File: src/hw/clkPkg.sv
package clkPkg;

  // Field widths
  localparam int diagSelW  = 3;
  localparam int rdDataW   = 6;
  localparam int ldDataW   = 4;
  localparam int burstW    = 8;
  localparam int cramTimeW = 2;
  localparam int rateW     = 2;

  // Diagnostic control functions, 00x group
  localparam logic [diagSelW-1:0] fnStart      = 3'd1;
  localparam logic [diagSelW-1:0] fnSingleStep = 3'd2;
  localparam logic [diagSelW-1:0] fnEboxSs     = 3'd3;
  localparam logic [diagSelW-1:0] fnBurst      = 3'd5;
  localparam logic [diagSelW-1:0] fnClrReset   = 3'd6;
  localparam logic [diagSelW-1:0] fnSetReset   = 3'd7;

  // Diagnostic load functions, 04x group
  localparam logic [diagSelW-1:0] ldBurstLo = 3'd2;
  localparam logic [diagSelW-1:0] ldBurstHi = 3'd3;
  localparam logic [diagSelW-1:0] ldRate    = 3'd4;
  localparam logic [diagSelW-1:0] ldSectDis = 3'd5;

  // EBUS towards the clock board
  typedef struct packed {
    // Function select, low three bits of ds
    logic [diagSelW-1:0] ds;
    // Control function strobe, one cycle
    logic                ctlFunc;
    // Load function strobe, one cycle
    logic                ldFunc;
    // Diagnostic read, held as a level
    logic                readFunc;
    // Load data nibble
    logic [ldDataW-1:0]  data;
  } ebusIn_t;

  // Readback driver onto the EBUS data field
  typedef struct packed {
    logic               driving;
    logic [rdDataW-1:0] data;
  } ebusOut_t;

  // Run state of the EBOX clock
  typedef struct packed {
    logic go;
    logic burst;
    logic eboxSs;
    logic mrReset;
  } runState_t;

  // Loaded configuration
  typedef struct packed {
    logic [rateW-1:0] rateSel;
    logic             crmDis;
    logic             edpDis;
    logic             ctlDis;
  } clkCfg_t;

  // Section clock enables
  typedef struct packed {
    logic crm;
    logic edp;
    logic ctl;
  } sectEn_t;

endpackage

File: src/hw/diagFuncRegs.sv
`timescale 1ns/1ps

module diagFuncRegs (
  input  logic                         MBOX_CLK,
  input  logic                         CLK,
  input  clkPkg::ebusIn_t              ebus,
  output clkPkg::runState_t            run,
  output clkPkg::clkCfg_t              cfg,
  output logic                         loadLo,
  output logic                         loadHi,
  output logic [clkPkg::ldDataW-1:0]   loadData,
  output logic                         stepPulse
);
  import clkPkg::*;

  // Decoded control functions
  logic funcStart;
  logic funcSingleStep;
  logic funcEboxSs;
  logic funcBurst;
  logic funcClrReset;
  logic funcSetReset;

  // Decoded load functions for the local registers
  logic loadRate;
  logic loadSectDis;

  // Control decode, strobes act directly
  assign funcStart      = ebus.ctlFunc & (ebus.ds == fnStart);
  assign funcSingleStep = ebus.ctlFunc & (ebus.ds == fnSingleStep);
  assign funcEboxSs     = ebus.ctlFunc & (ebus.ds == fnEboxSs);
  assign funcBurst      = ebus.ctlFunc & (ebus.ds == fnBurst);
  assign funcClrReset   = ebus.ctlFunc & (ebus.ds == fnClrReset);
  assign funcSetReset   = ebus.ctlFunc & (ebus.ds == fnSetReset);

  // Load decode, 042 to 045
  assign loadLo      = ebus.ldFunc & (ebus.ds == ldBurstLo);
  assign loadHi      = ebus.ldFunc & (ebus.ds == ldBurstHi);
  assign loadRate    = ebus.ldFunc & (ebus.ds == ldRate);
  assign loadSectDis = ebus.ldFunc & (ebus.ds == ldSectDis);

  // Burst nibbles go straight to the counter
  assign loadData = ebus.data;

  // GO, BURST and EBOX SS are reloaded together by any control function
  always_ff @(posedge MBOX_CLK or posedge CLK) begin
    if (CLK) begin
      run.go     <= 1'b0;
      run.burst  <= 1'b0;
      run.eboxSs <= 1'b0;
    end else if (ebus.ctlFunc) begin
      run.go     <= funcStart;
      run.burst  <= funcBurst;
      run.eboxSs <= funcEboxSs;
    end
  end

  // Master reset flip-flop, comes up set
  always_ff @(posedge MBOX_CLK or posedge CLK) begin
    if (CLK) begin
      run.mrReset <= 1'b1;
    end else if (funcClrReset) begin
      run.mrReset <= 1'b0;
    end else if (funcSetReset) begin
      run.mrReset <= 1'b1;
    end
  end

  // Rate select and section disables
  always_ff @(posedge MBOX_CLK or posedge CLK) begin
    if (CLK) begin
      cfg <= '0;
    end else begin
      if (loadRate) begin
        cfg.rateSel <= ebus.data[rateW-1:0];
      end
      // Disable bits sit in data bits 2 to 0
      if (loadSectDis) begin
        cfg.crmDis <= ebus.data[2];
        cfg.edpDis <= ebus.data[1];
        cfg.ctlDis <= ebus.data[0];
      end
    end
  end

  // Both step functions ask for one EBOX clock
  always_ff @(posedge MBOX_CLK or posedge CLK) begin
    if (CLK) begin
      stepPulse <= 1'b0;
    end else begin
      stepPulse <= funcSingleStep | funcEboxSs;
    end
  end

endmodule

File: src/hw/burstCounter.sv
`timescale 1ns/1ps

module burstCounter (
  input  logic                        MBOX_CLK,
  input  logic                        CLK,
  input  logic                        loadLo,
  input  logic                        loadHi,
  input  logic [clkPkg::ldDataW-1:0]  loadData,
  input  logic                        tick,
  input  logic                        burst,
  output logic [clkPkg::burstW-1:0]   burstCount,
  output logic                        burstZero
);
  import clkPkg::*;

  // Count after a nibble load
  logic [burstW-1:0] loLoaded;
  logic [burstW-1:0] hiLoaded;
  logic              countDown;

  assign loLoaded = {burstCount[burstW-1:ldDataW], loadData};
  assign hiLoaded = {loadData, burstCount[ldDataW-1:0]};

  // Never wraps below zero
  assign countDown = tick & burst & (burstCount != '0);

  // Zero flag follows loads and decrements only
  always_ff @(posedge MBOX_CLK or posedge CLK) begin
    if (CLK) begin
      burstCount <= '0;
      burstZero  <= 1'b0;
    end else if (loadLo) begin
      burstCount <= loLoaded;
      burstZero  <= (loLoaded == '0);
    end else if (loadHi) begin
      burstCount <= hiLoaded;
      burstZero  <= (hiLoaded == '0);
    end else if (countDown) begin
      burstCount <= burstCount - 1'b1;
      // Last clock of the burst
      burstZero  <= (burstCount == burstW'(1));
    end
  end

endmodule

File: src/hw/eboxSyncDetect.sv
`timescale 1ns/1ps

module eboxSyncDetect (
  input  logic                          MBOX_CLK,
  input  logic                          CLK,
  input  clkPkg::runState_t             run,
  input  clkPkg::clkCfg_t               cfg,
  input  logic                          stepPulse,
  input  logic                          burstZero,
  input  logic [clkPkg::cramTimeW-1:0]  cramTime,
  input  logic                          mboxWait,
  input  logic                          mboxResp,
  output logic                          tick,
  output logic                          eboxSync,
  output clkPkg::sectEn_t               sectClk
);
  import clkPkg::*;

  // Rate divider
  logic [rateW-1:0]     rateCnt;
  logic                 rateTick;

  // Step request waiting for a source tick
  logic                 stepPend;

  // MBOX phase counter and pending request
  logic                 reqPend;
  logic [cramTimeW-1:0] phase;
  logic                 syncHit;

  // EBOX clock cycle, one after sync
  logic                 clkCycle;
  logic                 idle;
  logic                 wantClk;

  // One rate tick every rateSel+1 cycles
  assign rateTick = (rateCnt >= cfg.rateSel);

  // Busy from source tick until the section enables
  assign idle = ~(reqPend | eboxSync | clkCycle);

  assign wantClk = run.go | (run.burst & ~burstZero) | stepPend;
  assign tick    = rateTick & idle & wantClk;

  // Phase reached the time field, MBOX wait holds unless answered
  assign syncHit = reqPend & (phase >= cramTime) & (~mboxWait | mboxResp);

  always_ff @(posedge MBOX_CLK or posedge CLK) begin
    if (CLK) begin
      rateCnt <= '0;
    end else if (rateTick) begin
      rateCnt <= '0;
    end else begin
      rateCnt <= rateCnt + 1'b1;
    end
  end

  // A new step wins over the tick that consumes the old one
  always_ff @(posedge MBOX_CLK or posedge CLK) begin
    if (CLK) begin
      stepPend <= 1'b0;
    end else if (stepPulse) begin
      stepPend <= 1'b1;
    end else if (tick) begin
      stepPend <= 1'b0;
    end
  end

  always_ff @(posedge MBOX_CLK or posedge CLK) begin
    if (CLK) begin
      reqPend <= 1'b0;
      phase   <= '0;
    end else if (tick) begin
      reqPend <= 1'b1;
      phase   <= '0;
    end else begin
      if (syncHit) begin
        reqPend <= 1'b0;
      end
      // Saturates, compare is greater or equal
      if (reqPend && phase != '1) begin
        phase <= phase + 1'b1;
      end
    end
  end

  // Sync for one cycle, then the masked section enables
  always_ff @(posedge MBOX_CLK or posedge CLK) begin
    if (CLK) begin
      eboxSync <= 1'b0;
      clkCycle <= 1'b0;
      sectClk  <= '0;
    end else begin
      eboxSync    <= syncHit;
      clkCycle    <= eboxSync;
      sectClk.crm <= eboxSync & ~cfg.crmDis;
      sectClk.edp <= eboxSync & ~cfg.edpDis;
      sectClk.ctl <= eboxSync & ~cfg.ctlDis;
    end
  end

endmodule

File: src/hw/diagReadMux.sv
`timescale 1ns/1ps

module diagReadMux (
  input  clkPkg::ebusIn_t             ebus,
  input  clkPkg::runState_t           run,
  input  clkPkg::clkCfg_t             cfg,
  input  logic [clkPkg::burstW-1:0]   burstCount,
  input  logic                        burstZero,
  input  logic                        eboxSync,
  output clkPkg::ebusOut_t            ebusRd
);
  import clkPkg::*;

  // Word selected by ds, before the read gate
  logic [rdDataW-1:0] rdWord;

  always_comb begin
    case (ebus.ds)
      // Run state and status
      3'd0: rdWord = {run.go, run.burst, run.eboxSs, run.mrReset,
                      burstZero, eboxSync};
      // Burst count, high nibble
      3'd1: rdWord = {2'b00, burstCount[burstW-1:ldDataW]};
      // Burst count, low nibble
      3'd2: rdWord = {2'b00, burstCount[ldDataW-1:0]};
      // Rate and section disables
      3'd3: rdWord = {cfg.rateSel, cfg.crmDis, cfg.edpDis, cfg.ctlDis, 1'b0};
      default: rdWord = '0;
    endcase
  end

  // Drive the EBUS only during a diagnostic read
  always_comb begin
    if (ebus.readFunc) begin
      ebusRd.driving = 1'b1;
      ebusRd.data    = rdWord;
    end else begin
      ebusRd.driving = 1'b0;
      ebusRd.data    = '0;
    end
  end

endmodule

File: src/hw/clkBoard.sv
`timescale 1ns/1ps

module clkBoard (
  input  logic                           MBOX_CLK,
  input  logic                           CLK,
  input  clkPkg::ebusIn_t                ebus,
  input  logic [clkPkg::cramTimeW-1:0]   cramTime,
  input  logic                           mboxWait,
  input  logic                           mboxResp,
  output clkPkg::ebusOut_t               ebusRd,
  output clkPkg::sectEn_t                sectClk,
  output logic                           eboxSync,
  output clkPkg::runState_t              run
);
  import clkPkg::*;

  // Configuration from the load functions
  clkCfg_t             cfg;

  // Burst nibble loads towards the counter
  logic                loadLo;
  logic                loadHi;
  logic [ldDataW-1:0]  loadData;

  // Single step request, one cycle after the function
  logic                stepPulse;

  // Source tick and burst counter state
  logic                tick;
  logic [burstW-1:0]   burstCount;
  logic                burstZero;

  // Function decode and run state
  diagFuncRegs funcRegs (
    .MBOX_CLK  (MBOX_CLK),
    .CLK       (CLK),
    .ebus      (ebus),
    .run       (run),
    .cfg       (cfg),
    .loadLo    (loadLo),
    .loadHi    (loadHi),
    .loadData  (loadData),
    .stepPulse (stepPulse)
  );

  burstCounter burstCnt (
    .MBOX_CLK   (MBOX_CLK),
    .CLK        (CLK),
    .loadLo     (loadLo),
    .loadHi     (loadHi),
    .loadData   (loadData),
    .tick       (tick),
    .burst      (run.burst),
    .burstCount (burstCount),
    .burstZero  (burstZero)
  );

  // Rate divider, phase compare and section enables
  eboxSyncDetect syncDetect (
    .MBOX_CLK  (MBOX_CLK),
    .CLK       (CLK),
    .run       (run),
    .cfg       (cfg),
    .stepPulse (stepPulse),
    .burstZero (burstZero),
    .cramTime  (cramTime),
    .mboxWait  (mboxWait),
    .mboxResp  (mboxResp),
    .tick      (tick),
    .eboxSync  (eboxSync),
    .sectClk   (sectClk)
  );

  diagReadMux readMux (
    .ebus       (ebus),
    .run        (run),
    .cfg        (cfg),
    .burstCount (burstCount),
    .burstZero  (burstZero),
    .eboxSync   (eboxSync),
    .ebusRd     (ebusRd)
  );

endmodule

File: config.mk
export PLATFORM = sky130hd
export DESIGN_NAME = clkBoard
export DESIGN_NICKNAME = d
export VERILOG_FILES = /design/src/hw/clkPkg.sv /design/src/hw/diagFuncRegs.sv /design/src/hw/burstCounter.sv /design/src/hw/eboxSyncDetect.sv /design/src/hw/diagReadMux.sv /design/src/hw/clkBoard.sv
export SDC_FILE = /design/constraint.sdc
export NUM_CORES = 1
export LEC_CHECK = 0
export ABC_AREA = 1
export CAP_MARGIN = 0
export CORE_MARGIN = 5
export CORE_UTILIZATION = 29
export CTS_BUF_LIST = sky130_fd_sc_hd__clkbuf_8
export DETAILED_ROUTE_END_ITERATION = 16
export DONT_BUFFER_PORTS = 1
export PLACE_DENSITY_LB_ADDON = 0.15
export SLEW_MARGIN = 20
export SYNTH_ARGS = -nofsm -noshare
export SYNTH_HDL_FRONTEND = slang
export SYNTH_HIERARCHICAL = 1
export SYNTH_SLANG_ARGS = --single-unit
File: constraint.sdc
create_clock -name MBOX_CLK -period 1.7 [get_ports MBOX_CLK]
set_input_delay 0.17 -clock MBOX_CLK [delete_from_list [all_inputs] [get_ports MBOX_CLK]]
set_output_delay 0.17 -clock MBOX_CLK [all_outputs]
set_load 0.01 [all_outputs]
* After elaboration in Yosys (flattened, before gate mapping)
Cells that the tools add are included.
Storage, ports and cells: bits in registers 30, logic and storage cells 100
Cells by class: add/subtract/negate cells 3, order comparisons 2, equal/unequal tests 10, muxes and demuxes 17, bitwise gates (word level) 33, reductions and logical operators 14
Operator list (count):
- $pmux 6 s4 | 1
- $and 1x1->1 | 20
- $logic_not 8->1 | 2
- $mux 8 | 2
- $eq 3x3->1 const B | 4
- $reduce_bool 2->1 | 6
- $mux 1 | 9
- $eq 8x1->1 const B | 1
- $reduce_bool 8->1 | 1
- $sub 8x1->8 const B | 1
- $mux 7 | 1
- $not 1->1 | 7
- $eq 3x2->1 const B | 2
- $mux 2 | 3
- $or 1x1->1 | 6
- $add 2x1->2 const B | 2
- $ge 2x2->1 | 2
- $mux 4 | 1
- $reduce_and 2->1 | 2
- $eq 3x1->1 const B | 1
- $logic_not 3->1 | 1
- $reduce_bool 3->1 | 1
- $ne 2x1->1 const B | 1
- $ne 2x2->1 const B | 1
- $logic_and 1x1->1 | 1

* Depth between registers and ports, before layout
Gate-level depths: netlist (run 1).
depth in word-level cells 10, depth in mapped cells 14

* Hierarchy
Netlist (run 1), hierarchy kept.
By module, submodules not included:
- burstCounter | times used 1, cells an instance 119, area an instance 755.7 um^2, seq. area each 225.2 um^2
- eboxSyncDetect | times used 1, cells an instance 68, area an instance 585.6 um^2, seq. area each 275.3 um^2
- diagFuncRegs | times used 1, cells an instance 58, area an instance 473.0 um^2, seq. area each 251.5 um^2
- diagReadMux | times used 1, cells an instance 44, area an instance 236.5 um^2, seq. area each 0.0 um^2

* Worst setup path before layout (run 1)
Ideal clock, no wire load.
path type reg-to-reg, start reg, netlist name funcRegs/cfg[4], end reg burstCnt/burstCount[6] in the netlist's numbering, library setup time 0.065 ns, data arrival time 1.536 ns, setup slack 0.099 ns, stages on the path, launching flop included 13, path buffers 0, cell sequence dfrtp_1 > inv_1 > ha_1 > nand2_1 > nand3_4 > nand3_4 > inv_1 > nand2_1 > inv_1 > o21ai_4 > a21oi_1 > nand2_1 > nand2_1
On the way: word-level cells in the longest chain between the ends 7
Ends and longest elaborated chain:
- $ge 2x2->1 | RTL line eboxSyncDetect.sv:37 | assign rateTick = (rateCnt >= cfg.rateSel);
- $and 1x1->1 (2 in a row) | RTL line eboxSyncDetect.sv:43 | assign tick = rateTick & idle & wantClk;
- net tick | RTL line clkBoard.sv:29 | logic tick;
- $and 1x1->1 (2 in a row) | RTL line burstCounter.sv:25 | assign countDown = tick & burst & (burstCount != '0);
- $reduce_bool 2->1 (no line)
- $reduce_and 2->1 (no line)
- end signal: assignment | RTL line burstCounter.sv:33 | burstCount <= loLoaded;
- end signal: assignment | RTL line burstCounter.sv:36 | burstCount <= hiLoaded;
- end signal: assignment | RTL line burstCounter.sv:39 | burstCount <= burstCount - 1'b1;
- end: declaration | RTL line burstCounter.sv:11 | output logic [clkPkg::burstW-1:0] burstCount,
The timed path passes the listed nets, and every way through them passes these cells. A chain may end at the register's enable or synchronous reset.

* Worst setup path after layout (run 1)
start reg syncDetect.rateCnt[1], end reg burstCnt/burstCount[4] in the netlist's numbering
On the way: word-level cells in the longest chain between the ends 7
Ends and longest elaborated chain:
- start: declaration | RTL line eboxSyncDetect.sv:20 | logic [rateW-1:0] rateCnt;
- start signal: assignment | RTL line eboxSyncDetect.sv:54 | rateCnt <= rateCnt + 1'b1;
- $ge 2x2->1 | RTL line eboxSyncDetect.sv:37
- $and 1x1->1 (2 in a row) | RTL line eboxSyncDetect.sv:43
- net tick | RTL line clkBoard.sv:29
- $and 1x1->1 (2 in a row) | RTL line burstCounter.sv:25
- $reduce_bool 2->1 (no line)
- $reduce_and 2->1 (no line)
The timed path passes the listed nets, and every way through them passes these cells.

==> results of run 1 <==
-- layout by cell type (no fill, tap or decap), types with 2 or more instances in the layout --
master / Yosys / final
sky130_fd_sc_hd__nor2_2: 2 / 2
sky130_fd_sc_hd__nand4_1: 12 / 12
sky130_fd_sc_hd__ha_1: 8 / 7
sky130_fd_sc_hd__a21oi_1: 5 / 4
sky130_fd_sc_hd__o22ai_1: 2 / 2
sky130_fd_sc_hd__clkbuf_8: 0 / 6
sky130_fd_sc_hd__nor2_4: 4 / 4
sky130_fd_sc_hd__o21ai_1: 7 / 7
sky130_fd_sc_hd__o21ai_0: 4 / 4
sky130_fd_sc_hd__nand2_2: 7 / 10
sky130_fd_sc_hd__nor3_1: 2 / 2
sky130_fd_sc_hd__nand3_4: 2 / 2
sky130_fd_sc_hd__buf_4: 6 / 17
sky130_fd_sc_hd__nor2_1: 22 / 22
sky130_fd_sc_hd__dfrtp_1: 29 / 29
sky130_fd_sc_hd__inv_1: 37 / 35
sky130_fd_sc_hd__dlygate4sd3_1: 0 / 3
sky130_fd_sc_hd__nand3_1: 27 / 27
sky130_fd_sc_hd__nand2_1: 96 / 93
sky130_fd_sc_hd__inv_2: 9 / 11
-- where the power goes --
| group | switching (W) | internal, W | total, W |
|---|---|---|---|
| registers | 0.000250 | 0.000961 | 0.00121 |
| clock network | 0.000282 | 0.000325 | 0.000607 |
| logic | 0.000996 | 0.000681 | 0.00168 |
| total | 0.00153 | 0.00197 | 0.00350 |
-- stage by stage --
step	cells	setup slack, ns	TNS, ns
detailed placement	393	-0.0183	-0.0195
CTS	404	0.00256	0
global route	406	-0.0278	-0.0463
global placement	393	0.0380	0
finish	406	0.0987	0
floorplan	289	0.0987	0
-- cell families (layout without fill, tap and decap cells) --
logic type | after synthesis | in the layout | synth area share (%)
AO/OA/AOI/OAI | 21 | 21 | 6.71
AND/OR/NAND/NOR | 176 | 176 | 40.1
XOR/XNOR | 1 | 1 | 0.427
flip-flops | 30 | 30 | 36.7
adder cells (fa/ha/maj) | 8 | 8 | 4.88
buffers and inverters | 53 | 74 | 11.2
-- registers in the layout, indices dropped and copies added, names as in the netlist --
register / cells
syncDetect/rateCnt: 2
syncDetect/eboxSync: 1
syncDetect/reqPend: 1
funcRegs/stepPulse: 1
syncDetect/stepPend: 1
funcRegs/cfg: 5
syncDetect/phase: 2
burstCnt/burstZero: 1
syncDetect/sectClk: 3
funcRegs/run: 4
burstCnt/burstCount: 8
syncDetect/clkCycle: 1
-- repair_timing --
item / in CTS / in global routing
setup buffers: 0 / 2
hold buffers: 3 / 0
setup endpoints to repair: 3 / 9
gates resized for setup: 1 / 6
endpoints found under the hold margin: 30 / 0
pin swaps: 0 / 5
-- layer usage --
| layer | wire, um | track usage, % | up-vias |
|---|---|---|---|
| met5 | 0 | 0 | - |
| met4 | 100 | 3.97 | 0 |
| met3 | 335 | 4.89 | 11 |
| met2 | 2330 | 20.2 | 33 |
| met1 | 2750 | 18.3 | 855 |
| li1 | - | - | 950 |
-- area by class of cell --
type / instances / area, um^2
fillers: 777 / 4440
well taps: 96 / 120
flip-flops and latches: 30 / 752
clock inverters: 2 / 12.5
multi-input cells: 206 / 1090
repair buffers: 20 / 158
inverters: 46 / 173
clock buffers: 6 / 82.6
-- worst paths after layout --
check                                          to  slack [ns]  cells past startpoint
setup / recovery           burstCnt/burstCount[4]         0.1                     12
hold / removal                    funcRegs/cfg[4]        0.03                      2
setup reg to reg           burstCnt/burstCount[4]         0.1                     12
hold reg to reg               syncDetect/stepPend        0.44                      2
max in group asynchronous     syncDetect/phase[0]        0.99                      2
min in group asynchronous         funcRegs/cfg[4]        0.36                      2
==> flow_metrics.tcl, run 1 <==
set metrics [dict create \
    status "finished clean" \
    worst_path_dominant_cell_family "simple AND/OR/NAND/NOR gates" \
    power.leakage_nw 1.27 \
    viasPerCell 4.55 \
    io-pin-count 31 \
    place.detailed.hpwl_um 4430 \
    wire_length_of_the_first_global_routing_pass_um 9320 \
    dieWidth_um 94.1 \
    core_region_area_um2 6830 \
    tightestPinTransition_ns 0.456 \
    clkSlewWorstSetupHoldPaths_ns 0.07 \
    worst-path-buf-inv 2 \
    setup-violations-final 0 \
    peakVddDrop_v 0.000759 \
    yosysSeqAreaShare_pct 36.7 \
    detail_routed_net_length_per_standard_cell_um 13.6 \
    cp.required_ns 1.87 \
    synth_common_cells "96 x sky130_fd_sc_hd__nand2_1, 37 x sky130_fd_sc_hd__inv_1, 29 x sky130_fd_sc_hd__dfrtp_1" \
    drive_gt1_share_pct 19.4 \
    worst_hold_slack_ns 0.0255 \
    worstSetupEndpointType "flip-flop" \
    slew_viol_final 0 \
    antenna_found_initial 0 \
    synthCells 289 \
    critical_path_arrival_ns 1.77 \
    critical_path.startpoint_type "flip-flop" \
    max_slew_margin_pct 69.6 \
    clock-root-buffer "sky130_fd_sc_hd__clkbuf_8" \
    clock_sinks 30 \
    die-height_um 94.1 \
    initial_core_utilization_pct 30.0 \
    fmax_mhz 624 \
    synth_warnings 6 \
    synth_area_leader_cell "sky130_fd_sc_hd__dfrtp_1" \
    r2r-start "syncDetect/rateCnt[1]" \
    synth_enable_flop_cells 0 \
    critical-path-top-cell-by-count "sky130_fd_sc_hd__nand2_2" \
    hold_path_startpoint "ebus[1]" \
    p_per_area_nw_per_um2 1460 \
    globalplace.congestion 0.783 \
    timing_hold_violations_final 0 \
    drt_pass1_iterations 4 \
    fin_nets 333 \
    yosys_most_used_dff "sky130_fd_sc_hd__dfrtp_1" \
    num_antenna_cells 0 \
    finalWorstPathRequiredPeriod_ns 1.60 \
    combined_global_route_utilization_of_all_metal_layers_pct 13.5 \
    floorplan.die_area_um2 8850 \
    post-route-period-util_pct 94.2 \
    async_reset_ff_share_pct 100 \
    crit_fanout 5 \
    yosysMostFrequentCell "sky130_fd_sc_hd__nand2_1" \
    yosys.area.top_type_share_pct 35.4 \
    fin_skew_ns 0.00788 \
    clock_tree_from_tritoncts "done" \
    final_cell_area_um2 2390 \
    maximum_number_of_pins_on_one_net_before_global_route_repair 18 \
    synth.net_count 313 \
    setup.worst_path.class "reg -> reg" \
    antenna_violating_nets_post_route 0 \
    average_cell_area_after_synthesis_um2 7.10 \
    first_global_vias 1794 \
    ctsLongestPathBuffers 2 \
    route.detailed.drc 0 \
    synth.cell_area_um2 2050 \
    via_count 1849 \
    critical-path-max-stage-delay_ns 0.43 \
    total_power_w 0.00350 \
    area.growth.synth_to_final_pct 16.6 \
    place.port_buffers 0 \
    synth.lib_cells_used.distinct 26 \
    maxCapViolations 0 \
    clock_insertion_delay_worst_skew_ns 0.29 \
    first_iter_violations 52 \
    timing.critical_path.cells "ha_4 > nand2_2 > nand3_4 > nand3_4 > inv_2 > nand2_2 > inv_2 > o21ai_4 > nand2_2 > nand2_2 > nand2_1 > o21ai_0" \
    synthTopCellsByArea "sky130_fd_sc_hd__dfrtp_1 35%, sky130_fd_sc_hd__nand2_1 18%, sky130_fd_sc_hd__inv_1 6.8%, sky130_fd_sc_hd__nand3_1 6.6%, sky130_fd_sc_hd__ha_1 4.9%" \
    ctsHtreeMaxLevel 2 \
    crit_path_top_delay_cell "sky130_fd_sc_hd__dfrtp_1" \
    rows 30 \
    routed_wire_length_um 5520 \
    post-route-util_pct 35.0 \
    ys_ff_latch 30 \
    worst_setup_path_startpoint "syncDetect/rateCnt[1]" \
    global_route.overflow_total 0 \
    cts_made_buffers 5 \
    area_after_dpl_um2 2230 \
    classification_of_the_worst_slack_hold_path "in -> reg" \
]
Power figures use the tool's default switching activity.
==> run 2: changes to the inputs <==
--- a/config.mk
+++ b/config.mk
@@ -12,6 +12,7 @@
 export CTS_BUF_LIST = sky130_fd_sc_hd__clkbuf_8
 export DETAILED_ROUTE_END_ITERATION = 16
 export DONT_BUFFER_PORTS = 1
+export HOLD_SLACK_MARGIN = 0.08
 export PLACE_DENSITY_LB_ADDON = 0.15
 export SLEW_MARGIN = 20
 export SYNTH_ARGS = -nofsm -noshare
==> flow_metrics.tcl, run 2 (synthesis results as in run 1) <==
set metrics [dict create \
    status "finished clean" \
    clock_tree_from_tritoncts "done" \
    clkSlewWorstSetupHoldPaths_ns 0.07 \
    global_route.overflow_total 0 \
    tightestPinTransition_ns 0.463 \
    antenna_violating_nets_post_route 0 \
    setup.worst_path.class "reg -> reg" \
    leading_cell_types_in_the_layout_fill_and_taps_excluded "94 x sky130_fd_sc_hd__nand2_1, 36 x sky130_fd_sc_hd__inv_1, 29 x sky130_fd_sc_hd__dfrtp_1" \
    slew_viol_final 0 \
    pre_cts_slack_ns -0.0183 \
    setup_repair_after_global_routing_missed_its_margin "true" \
    detail_routed_net_length_per_standard_cell_um 13.6 \
    ctsHtreeMaxLevel 2 \
    fmax_mhz 621 \
    peakVddDrop_v 0.000757 \
    power.leakage_nw 1.31 \
    drive_gt1_share_pct 18.8 \
    setup-violations-final 0 \
    final_critical_path_setup_slack_ns 0.0901 \
    max_slew_margin_pct 69.1 \
    clock_sinks 30 \
    critical_path_arrival_ns 1.77 \
    clock_insertion_delay_worst_skew_ns 0.29 \
    crit_fanout 5 \
    floorplan.die_area_um2 8850 \
    classification_of_the_worst_slack_hold_path "in -> reg" \
    layout.cells.most_common "sky130_fd_sc_hd__nand2_1" \
    antenna_found_initial 1 \
    route.detailed.drc 0 \
    place.port_buffers 0 \
    worstSetupEndpointType "flip-flop" \
    combPwrFrac_pct 48.2 \
    internal-power_w 0.00198 \
    dieWidth_um 94.1 \
    pwr-share-clk_pct 17.3 \
    via_count 1906 \
    io-pin-count 31 \
    post-route-util_pct 36.5 \
    layout_top_registers "burstCnt/burstCount: 8 flops, funcRegs/cfg: 5 flops, funcRegs/run: 4 flops" \
    wire_length_of_the_first_global_routing_pass_um 9560 \
    cts_made_buffers 5 \
    p_seq_share_pct 34.5 \
    routed_wire_length_um 5660 \
    core_region_area_um2 6830 \
    viasPerCell 4.58 \
    clock-root-buffer "sky130_fd_sc_hd__clkbuf_8" \
    drt_pass1_iterations 4 \
    largest_reg_flops 8 \
    critical_path.startpoint_type "flip-flop" \
    numPlacedInstances 393 \
    first_iter_violations 64 \
    fin_nets 342 \
    power_switching_w 0.00154 \
    fin_skew_ns 0.00733 \
    registers.top_by_ff_count "burstCnt/burstCount" \
    area.growth.synth_to_final_pct 21.5 \
    die-height_um 94.1 \
    globalplace.congestion 0.783 \
    place.detailed.hpwl_um 4430 \
    initial_core_utilization_pct 30.0 \
    first_global_vias 1856 \
    combined_global_route_utilization_of_all_metal_layers_pct 13.8 \
    sw_frac_of_total_pct 43.7 \
    p_per_area_nw_per_um2 1410 \
    cp.required_ns 1.86 \
    fin_cells 416 \
    worst_hold_slack_ns 0.0912 \
    finalWorstPathRequiredPeriod_ns 1.61 \
    post-route-period-util_pct 94.7 \
    timing_hold_violations_final 0 \
    rows 30 \
    total_power_w 0.00351 \
    maxCapViolations 0 \
    maximum_number_of_pins_on_one_net_before_global_route_repair 17 \
    layout.filler_cells 768 \
    ctsLongestPathBuffers 2 \
]
[run 2: cell types whose count changed in the layout (fill, tap and decap cells not counted), sizes merged]
cell / delta
dlymetal6s4s: +1
dlygate4sd3: +8
diode: +1
[run 2: metrics by stage]
step | TNS (ns) | instance area (um^2)
after global routing | -0.0963 | 2490
final | 0 | 2490
after global placement | 0 | 2230
after CTS | 0 | 2450
after detailed placement | -0.0195 | 2230
after floorplan | 0 | 2050
[run 2: metal layers]
layer	part of all wire, %	GRT usage (%)	up-vias
met5	0	0	-
met4	0.90	3.49	0
met3	5.3	4.73	4
met2	43	21.0	35
met1	51	18.7	897
li1	-	-	970
[run 2: power groups by stage]
| stage | Combinational (W) | Clock (W) | Sequential (W) |
|---|---|---|---|
| CTS | 0.00166 | 0.000627 | 0.00121 |
| finish | 0.00170 | 0.000607 | 0.00121 |
| detailed placement | 0.00163 | 0 | 0.00122 |
| global route | 0.00197 | 0.000665 | 0.00124 |
| global placement | 0.00162 | 0 | 0.00122 |
| floorplan | 0.00116 | 0 | 0.00119 |
[run 2: final cells by class]
class                           instances  area [um^2]  share of cell area [%]
Multi-Input combinational cell        206         1100                    44.1
Sequential cell                        30          752                    30.2
Timing Repair Buffer                   29          250                    10.0
Inverter                               46          173                    6.93
Tap cell                               96          120                    4.82
Clock buffer                            6         82.6                    3.31
Clock inverter                          2         12.5                   0.502
Antenna cell                            1         2.50                   0.100
[run 2: what timing repair did]
action / CTS / global route
hold endpoints to repair: 39 / 0
buffers inserted: 0 / 2
setup endpoints to repair: 3 / 9
hold buffers: 12 / 0
gates cloned: 0 / 0
pin swaps: 0 / 4
resized for setup: 1 / 7
[run 2: worst max-delay path: stages (launching register included)]
cell                      delay, ns
sky130_fd_sc_hd__dfrtp_1       0.43
sky130_fd_sc_hd__ha_4          0.29
sky130_fd_sc_hd__nand2_2       0.06
sky130_fd_sc_hd__nand3_4       0.09
sky130_fd_sc_hd__nand3_4       0.06
sky130_fd_sc_hd__inv_1         0.05
sky130_fd_sc_hd__nand2_1       0.06
sky130_fd_sc_hd__inv_2         0.10
sky130_fd_sc_hd__o21ai_4       0.08
sky130_fd_sc_hd__nand2_2       0.06
sky130_fd_sc_hd__nand2_2       0.07
sky130_fd_sc_hd__nand2_1       0.06
sky130_fd_sc_hd__o21ai_0       0.07
[run 2: path summary, 6_finish.rpt]
kind	start	cells after the start	end	slack [ns]
min	ebus[7]	3	funcRegs/cfg[3]	0.09
min reg2reg	funcRegs/stepPulse	2	syncDetect/stepPend	0.44
max	syncDetect/rateCnt[1]	12	burstCnt/burstCount[4]	0.09
max in group asynchronous	CLK	2	syncDetect/phase[0]	0.99
max reg2reg	syncDetect/rateCnt[1]	12	burstCnt/burstCount[4]	0.09
min in group asynchronous	CLK	2	funcRegs/cfg[4]	0.37
